File: config.mk
export PLATFORM = sky130hd
export DESIGN_NAME = cacheReadInterface
export DESIGN_NICKNAME = d
export VERILOG_FILES = /design/src/common/cacheReadPkg.sv /design/src/cacheRead/cacheReadInterface.sv /design/src/source/syncFifo.sv
export SDC_FILE = /design/constraint.sdc
export NUM_CORES = 1
export LEC_CHECK = 0
export ABC_AREA = 1
export CORE_MARGIN = 1.5
export CORE_UTILIZATION = 65
export CTS_CLUSTER_DIAMETER = 30
export CTS_CLUSTER_SIZE = 20
export DETAILED_ROUTE_END_ITERATION = 10
export DONT_BUFFER_PORTS = 1
export PLACE_DENSITY = 0.81
export SYNTH_ARGS = -nofsm -noshare
export SYNTH_HDL_FRONTEND = slang
export SYNTH_SLANG_ARGS = --single-unit
File: constraint.sdc
create_clock -name clk -period 16.84 [get_ports clk]
set_input_delay 0.842 -clock clk [delete_from_list [all_inputs] [get_ports clk]]
set_output_delay 0.842 -clock clk [all_outputs]
set_load 0.005 [all_outputs]
File: src/common/cacheReadPkg.sv
package cacheReadPkg;

    // data array geometry
    localparam int addrBits = 10;
    localparam int memWords = 1 << addrBits;
    localparam int wordWidth = 32;

    // a line holds 16 words, so the low four address bits wrap inside it
    localparam int lineWordBits = 4;

    // request fields
    localparam int idBits = 2;
    localparam int lenBits = 8;

    // output beats carry four SRAM words each
    localparam int beatWidth = 128;
    localparam int wordsPerBeat = beatWidth / wordWidth;
    localparam int wordIdxBits = $clog2(wordsPerBeat);

    localparam int fifoDepth = 4;
    localparam int fifoCountBits = $clog2(fifoDepth + 1);

    // wide enough for fifoDepth * wordsPerBeat words of room
    localparam int throttleBits = fifoCountBits + wordIdxBits;

    localparam int readLatency = 2;

endpackage

File: src/cacheRead/cacheReadInterface.sv
`timescale 1ns/1ps

module cacheReadInterface (
    input  logic                                clk,
    input  logic                                rst,
    input  logic                                reqValid,
    input  logic [cacheReadPkg::idBits-1:0]     reqId,
    input  logic [cacheReadPkg::lenBits-1:0]    reqLen,
    input  logic [cacheReadPkg::addrBits-1:0]   reqAddr,
    output logic                                reqReady,
    output logic                                beatValid,
    output logic [cacheReadPkg::idBits-1:0]     beatId,
    output logic [cacheReadPkg::beatWidth-1:0]  beatData,
    output logic                                beatLast,
    input  logic                                beatReady,
    input  logic                                memReady,
    input  logic [cacheReadPkg::wordWidth-1:0]  memData,
    output logic                                memCe,
    output logic                                memWe,
    output logic [cacheReadPkg::addrBits-1:0]   memAddr
);

    typedef struct packed {
        logic [cacheReadPkg::idBits-1:0]   id;
        logic [cacheReadPkg::addrBits-1:0] addr;
        logic [cacheReadPkg::lenBits-1:0]  len;
        logic [cacheReadPkg::lenBits-1:0]  progress;
        logic                              valid;
    } burstSlot;

    burstSlot curSlot;
    burstSlot queuedSlot;
    burstSlot incoming;

    logic readOk;
    logic readAccept;
    logic readLast;

    logic [cacheReadPkg::readLatency-1:0] inFlightSr;
    logic [cacheReadPkg::readLatency-1:0] lastSr;
    logic [cacheReadPkg::readLatency-1:0][cacheReadPkg::idBits-1:0] idSr;

    logic [cacheReadPkg::fifoCountBits-1:0] fifoFree;
    logic [cacheReadPkg::throttleBits-1:0] roomWords;
    logic [cacheReadPkg::throttleBits-1:0] inFlight;
    logic allowRead;

    logic [cacheReadPkg::wordIdxBits-1:0] wordIdx;
    logic [cacheReadPkg::wordsPerBeat-2:0][cacheReadPkg::wordWidth-1:0] accWords;
    logic wordArrives;
    logic beatDone;

    // every word that could still land needs a slot in the FIFO
    always_comb begin
        inFlight = '0;
        for (int i = 0; i < cacheReadPkg::readLatency; i++) begin
            inFlight = inFlight + cacheReadPkg::throttleBits'(inFlightSr[i]);
        end
        roomWords = cacheReadPkg::throttleBits'(fifoFree)
                  * cacheReadPkg::throttleBits'(cacheReadPkg::wordsPerBeat);
        allowRead = roomWords > inFlight;
    end

    assign readOk = curSlot.valid && allowRead;
    assign readAccept = readOk && memReady; // a fill cycle retries the same word
    assign readLast = (curSlot.progress == curSlot.len);

    assign memCe = !readOk;
    assign memWe = 1'b1;
    assign memAddr = {curSlot.addr[cacheReadPkg::addrBits-1:cacheReadPkg::lineWordBits],
                      curSlot.addr[cacheReadPkg::lineWordBits-1:0]
                      + curSlot.progress[cacheReadPkg::lineWordBits-1:0]};

    assign reqReady = !queuedSlot.valid || (readAccept && readLast);

    always_comb begin
        incoming.id = reqId;
        incoming.addr = reqAddr;
        incoming.len = reqLen;
        incoming.progress = '0;
        incoming.valid = reqValid && reqReady;
    end

    always_ff @(posedge clk) begin
        if (rst) begin
            curSlot <= '0;
            queuedSlot <= '0;
            inFlightSr <= '0;
        end else begin
            inFlightSr <= {inFlightSr[cacheReadPkg::readLatency-2:0], readAccept};
            if (readAccept && readLast) begin
                // the queued burst goes first, a same-cycle request takes its place
                if (queuedSlot.valid) begin
                    curSlot <= queuedSlot;
                    queuedSlot <= incoming;
                end else begin
                    curSlot <= incoming;
                end
            end else begin
                if (readAccept) begin
                    curSlot.progress <= curSlot.progress + 1'b1;
                end
                if (incoming.valid) begin
                    if (!curSlot.valid) begin
                        curSlot <= incoming;
                    end else begin
                        queuedSlot <= incoming;
                    end
                end
            end
        end
    end

    always_ff @(posedge clk) begin
        lastSr <= {lastSr[cacheReadPkg::readLatency-2:0], readLast};
        idSr <= {idSr[cacheReadPkg::readLatency-2:0], curSlot.id};
    end

    assign wordArrives = inFlightSr[cacheReadPkg::readLatency-1];
    assign beatDone = wordArrives
                    && (wordIdx == cacheReadPkg::wordIdxBits'(cacheReadPkg::wordsPerBeat - 1));

    always_ff @(posedge clk) begin
        if (rst) begin
            wordIdx <= '0;
        end else if (wordArrives) begin
            wordIdx <= wordIdx + 1'b1; // wraps back to zero after the fourth word
        end
    end

    always_ff @(posedge clk) begin
        if (wordArrives && !beatDone) begin
            accWords[wordIdx] <= memData;
        end
    end

    // the fourth word skips the register and goes straight into the top of the beat
    syncFifo #(
        .width(cacheReadPkg::beatWidth + cacheReadPkg::idBits + 1),
        .depth(cacheReadPkg::fifoDepth)
    ) outFifo_i (
        .clk(clk),
        .rst(rst),
        .inValid(beatDone),
        .inData({lastSr[cacheReadPkg::readLatency-1], idSr[cacheReadPkg::readLatency-1],
                 memData, accWords}),
        .free(fifoFree),
        .outReady(beatReady),
        .outValid(beatValid),
        .outData({beatLast, beatId, beatData})
    );

endmodule

File: src/source/syncFifo.sv
`timescale 1ns/1ps

module syncFifo #(
    parameter int width = 32,
    parameter int depth = 4
) (
    input  logic                         clk,
    input  logic                         rst,
    input  logic                         inValid,
    input  logic [width-1:0]             inData,
    output logic [$clog2(depth+1)-1:0]   free,
    input  logic                         outReady,
    output logic                         outValid,
    output logic [width-1:0]             outData
);

    logic [width-1:0] mem [depth];

    // a single-entry FIFO still needs a one-bit pointer
    logic [(depth > 1 ? $clog2(depth) : 1)-1:0] wrPtr;
    logic [(depth > 1 ? $clog2(depth) : 1)-1:0] rdPtr;
    logic [$clog2(depth+1)-1:0] count;
    logic doWrite;
    logic doRead;

    assign outValid = (count != '0);
    assign outData = mem[rdPtr];
    assign free = ($clog2(depth+1))'(depth) - count;

    assign doWrite = inValid && (int'(count) != depth); // dropped when full
    assign doRead = outValid && outReady;

    always_ff @(posedge clk) begin
        if (doWrite) begin
            mem[wrPtr] <= inData;
        end
    end

    always_ff @(posedge clk) begin
        if (rst) begin
            wrPtr <= '0;
            rdPtr <= '0;
            count <= '0;
        end else begin
            if (doWrite) begin
                wrPtr <= (int'(wrPtr) == depth - 1) ? '0 : wrPtr + 1'b1;
            end
            if (doRead) begin
                rdPtr <= (int'(rdPtr) == depth - 1) ? '0 : rdPtr + 1'b1;
            end
            case ({doWrite, doRead})
                2'b10: count <= count + 1'b1;
                2'b01: count <= count - 1'b1;
                default: count <= count; // both or neither leave the level alone
            endcase
        end
    end

endmodule

* After elaboration in Yosys (flattened, before gate mapping)
Memory sizes are Yosys's and may differ from the RTL's. A register that Yosys moved wholly into a read port is not among the register bits.
Cells that the tools add are included.
** Word-level totals
- Output and inout port bits :: 145
- Memory bits (writable) :: 524
- Memories :: 1
- Register bits :: 171
** Memory list
- outFifo_i.mem :: words 4, width 131, rd ports 1, clocked after Yosys merged registers in 1, wr ports 1, line syncFifo.sv:17 : logic [width-1:0] mem [depth];
** Cells by class
- Mux-type cells :: 19
- Equal/unequal tests :: 9
- $add $sub $neg :: 9
- $lt $le $gt $ge :: 3
- Reduce and logical (&&, ||, !) cells :: 20
** Operators with widths (number)
- two-way mux 29 bit :: 8
- bitwise mux 96 bit :: 1
- demux 32 bit (select 2 bit) :: 1
- two-way mux 32 bit :: 1
- logical AND 1 bit :: 9
- adder 8 x 1 -> 8 bit, second input constant :: 1
- equality test 8 bit :: 1
- two-way mux 2 bit :: 4
- two-way mux 8 bit :: 1
- adder 2 x 1 -> 2 bit, second input constant :: 3
- equality test 2 x 1 -> 1 bit, second input constant :: 3
- case mux 3 bit (2 select lines) :: 1
- nonzero test 2 bit :: 3
- greater-than comparator 5 x 2 -> 1 bit :: 1
- adder 4 bit :: 1
- equality test 2 bit, second input constant :: 2
- AND reduction 2 bit :: 2
- adder 3 x 1 -> 3 bit, second input constant :: 1
- logical NOT 1 bit :: 3
- < comparator 2 x 3 -> 1 bit, second input constant :: 1
- inequality test 3 bit, second input constant :: 1
- AND reduction 3 bit :: 1
- nonzero test 3 bit :: 1
- subtractor 3 x 1 -> 3 bit, second input constant :: 1
- 7 further kinds :: 8

* Longest topological paths before layout
- Depth in word-level cells :: 9
- Mapped depth :: 16
- Gate-level depth less buffers :: 15

* Cells and area by module
A second synthesis with hierarchy kept.
** Second synthesis, totals
- Cells, all modules :: 1925
- Area, all modules :: 26312.7 µm²
** By module, submodules not included
- syncFifo :: times used 1, cells an instance 1333, sequential area each 15915.3 µm², area each 19912.8 µm²
- cacheReadInterface :: times used 1, cells an instance 592, sequential area each 4083.9 µm², area each 6399.9 µm²

* Worst setup path before layout
Ideal clock, no wire load.
- Path type :: register to register
- From :: register outFifo_i.count[0]
- To :: memory outFifo_i.mem[0][0] in the netlist's numbering, enable pin
- Cell stages (with the launch flop) :: 7
- Path buffers :: 0
- Clock period less this slack :: 7.289 ns
- Slack :: 9.551 ns
- Library setup time :: 0.623 ns
- Data required time :: 16.217 ns
- Arrival :: 6.665 ns
- Cells stage by stage :: dfxtp_1 > inv_1 > ha_1 > ha_1 > nor3_1 > clkinv_1 > nor2_1
** Between the ends
- Longest elaborated chain between the ends :: 4
** RTL lines
- from (decl) :: line syncFifo.sv:22 : logic [$clog2(depth+1)-1:0] count;
- from (signal assigned) :: line syncFifo.sv:52 : 2'b10: count <= count + 1'b1;
- from (signal assigned) :: line syncFifo.sv:53 : 2'b01: count <= count - 1'b1;
- from (signal assigned) :: line syncFifo.sv:54 : default: count <= count;
- inequality test 3 bit :: line syncFifo.sv:30 : assign doWrite = inValid && (int'(count) != depth);
- logical AND 1 bit :: line syncFifo.sv:30
- two-way mux 1 bit :: line syncFifo.sv:34 : if (doWrite) begin
- two-way mux 1 bit (not written as such) :: line syncFifo.sv:35 : mem[wrPtr] <= inData;
- to (decl) :: line syncFifo.sv:17
No other way between the ends.

==> reports/results.txt <==
Routability congestion estimate: 0.850
Standard-cell rows: 72
HPWL after detailed placement: 30,900 um
Area overhead of the layout relative to synthesis: 15.4%
Accumulated negative setup slack: 0 ps
Clock tree from TritonCTS: yes
Crit end category: output pin
Min Clock Period, post-route: 4950 ps
Final standard cell utilization of the core: 0.767
Routed length per instance: 25.3 um
Floorplan die width: 203 um
Post-synthesis instance area: 25,900 um2
Core ar.: 39,000 um2
Total number of clock tree sinks: 689
Vias in the first global route: 16,300
Area after detailed placement: 26,300 um2
Number of placed instances with taps included: 2,344
Net Count, Synth: 2,004
CTS buffer count: 110
Share of flip-flops with an asynchronous set or reset: 0
Relative slew slack: 0.0766
Worst setup skew after layout: 32.2 ps
Skew-Pair Late Insertion Delay: 650 ps
Number of buffers inserted by port buffering: 0
Root buffer cell: clkbuf_16
Count of H-tree levels built during CTS: 3
Reg2reg setup slack: 12,930 ps
Number of enable-type register cells in the synthesized netlist: 620
Endpoint of the worst register-to-register path: outFifo_i.mem[0][25]$_DFFE_PP_
Top-Level Pins: 202
Crit path arrival time: 4100 ps
Highest attainable clock frequency: 202 MHz
Hold buffers post-CTS: 0
Cell Pwr Density: 139 nW/um2
Worst Max-Slew Pin Slew: 1390 ps
Tightest Hold Check Type: in -> reg
Worst setup path end: beatData[23]
Sequential area share after synthesis: 0.772
Wire length reported by the detailed router: 64,500 um
Post-detailed-route via-to-cell ratio: 6.36
Slowest CP cell: buf_4
Overall die height: 203 um
Max Slew Vio Count: 0
Setup Fix Bufs, Post-CTS: 0
Depth of the worst register-to-register path: 8
Endpoints failing setup: 0
First drt pass iteration count: 5
Top cell by count, worst path: buf_4
Count of endpoints failing hold in the final timing report: 0
Number of antenna violations at the first check in global routing: 4
Critical R2R Launch: outFifo_i.count[0]$_SDFFE_PP0P_
Fin cells: 2,553
GRT Total Usage: 0.315
Initial cell density of the core: 0.664
Number of synthesized register bits: 689
Cell count after synthesis: 1,925
Post-route clock period utilization: 0.294
Crit-path max cell delay: 1120 ps
Required time of the worst setup path: 16,000 ps
Static leakage: 10.3 nW
Post-route worst hold slack: 280 ps
Maximum number of pins on one net before global-route repair: 146
Type of the setup path with the least slack: reg -> out
CP Buf/Inv Count: 2
Worst path depth: 4
Gr ovfl total: 0
RSZ-0062 raised after global routing: false
Count of distinct cell types in the synthesized netlist: 34
Drt first-iter violations: 2,060
List of cells traversed by the critical path: buf_4 > buf_4 > o21ai_0 > o22ai_1
Type of origin of the critical path: register
Gate family responsible for the most delay along the worst path: buffers and inverters
Warnings from Yosys: 0
Number of DRC violations after detailed routing: 0
Share of final-layout standard cells stronger than drive strength 1: 0.123
Ys flop type: edfxtp_1
Via total after detailed routing: 16,200
Post-layout nets: 2,017
Number of gates given a new drive strength after cts: 0
Maxcap violations: 0
Wire length of the first global-routing pass: 96,500 um
Full die area: 41,100 um2
Final Cell Area: 29,900 um2
Clk slew on worst S/H paths: 50 ps
Run status: finished clean
Synth Area per Inst: 13.5 um2
Detail Route Antenna Nets: 0
Worst-case clock buffer depth: 3
Top fanout value on the critical path: 136
Max VDD drop: 0.0937 mV
metal layers:
metal / global-route usage / up-vias / share of wire
met1: 0.406 / 8002 / 0.36
met2: 0.517 / 1079 / 0.50
met3: 0.0791 / 142 / 0.11
met4: 0.125 / 0 / 0.031
met5: 0 / - / 0
li1: - / 7015 / -
cell usage in the layout, fill, tap and decap left out, types with 4 or more instances in the layout:
master and count:
edfxtp_1 620, nor2_1 338, o21ai_0 280, o22ai_1 131
clkbuf_16 110, inv_1 105, nand2_1 89, dfxtp_1 67
a21oi_1 36, nand3_1 29, nand4_1 21, nand2_2 20
ha_1 20, clkinvlp_4 19, buf_4 19, clkinv_2 16
inv_6 15, clkinv_1 12, o21ai_1 12, clkinv_4 12
nor2_4 8, bufinv_16 8, clkbuf_1 8, inv_2 4
worst min-delay path by stage:
stage          slack, ps                    endpoint  cells past startpoint            start
3_3_place_gp         310             idSr[2]$_DFF_P_                      0  idSr[0]$_DFF_P_
3_5_place_dp         320             idSr[3]$_DFF_P_                      0  idSr[1]$_DFF_P_
2_1_floorplan        310             idSr[2]$_DFF_P_                      0  idSr[0]$_DFF_P_
5_1_grt              270  queuedSlot[0]$_SDFFE_PP0P_                      1              rst
4_1_cts              260  queuedSlot[0]$_SDFFE_PP0P_                      1              rst
6_report             280  queuedSlot[0]$_SDFFE_PP0P_                      1              rst
synth_stat cells (3+ instances only):
cell / number / area [um2]
xor2_1: 3 / 26.3
inv_2: 4 / 15.0
nor3_1: 3 / 15.0
dfxtp_1: 69 / 1380
nand4_1: 21 / 131
o21ai_0: 280 / 1400
buf_2: 12 / 60.1
buf_1: 3 / 11.3
ha_1: 20 / 250
nor2_1: 345 / 1290
nand2_2: 20 / 125
buf_4: 9 / 67.6
nand3_1: 29 / 145
clkbuf_1: 91 / 342
a21oi_1: 36 / 180
edfxtp_1: 620 / 18600
nand2_1: 89 / 334
xnor2_1: 3 / 26.3
o21ai_1: 12 / 60.1
o22ai_1: 131 / 820
inv_1: 106 / 398
layout make-up:
type                    instances  area (um2)
clock inverters                85         820
multi-input cells            1006        5030
repair buffers                 19         143
inverters                     112         428
flip-flops and latches        689       20000
clock buffers                 121        2820
well taps                     518         648
diodes                          3        7.51
fillers                      1987        9100
logic make-up after synthesis:
group,after synthesis,share of synthesized area
AOI/OAI and AO/OA,462,0.0963
xor gates and xnor gates,6,0.00203
adders and majority gates,22,0.0112
buffers and inverters,230,0.0359
DFF,689,0.772
other,1,0.000145
and+or+nand+nor,515,0.0825
power breakdown:
group	switching (W)	internal (W)
registers	0.0000111	0.00186
logic	0.0000457	0.0000214
clock network	0.000851	0.00135
worst register-to-register path, delay by kind of cell (launching register included):
family                   cells  cell delay (ps)
flip-flops                   1              320
AND/OR/NAND/NOR              2              400
buffers and inverters        4             2310
adder cells (fa/ha/maj)      2              430
through the flow:
step / worst slack [ps] / power [W]
floorplan: 9550 / 0.00196
global placement: 12850 / 0.00197
detailed placement: 12760 / 0.00197
CTS: 12020 / 0.00415
global route: 11740 / 0.00423
finish: 11890 / 0.00414
state kept, by name (all words and copies together), names as in the netlist, named ones only:
signal / count
accWords: 96
outFifo_i.wrPtr: 2
memAddr: 6
wordIdx: 2
outFifo_i.count: 3
outFifo_i.rdPtr: 2
inFlightSr: 2
outFifo_i.mem: 524
lastSr: 2
curSlot: 23
idSr: 4
queuedSlot: 21
Power figures use the tool's default switching activity.
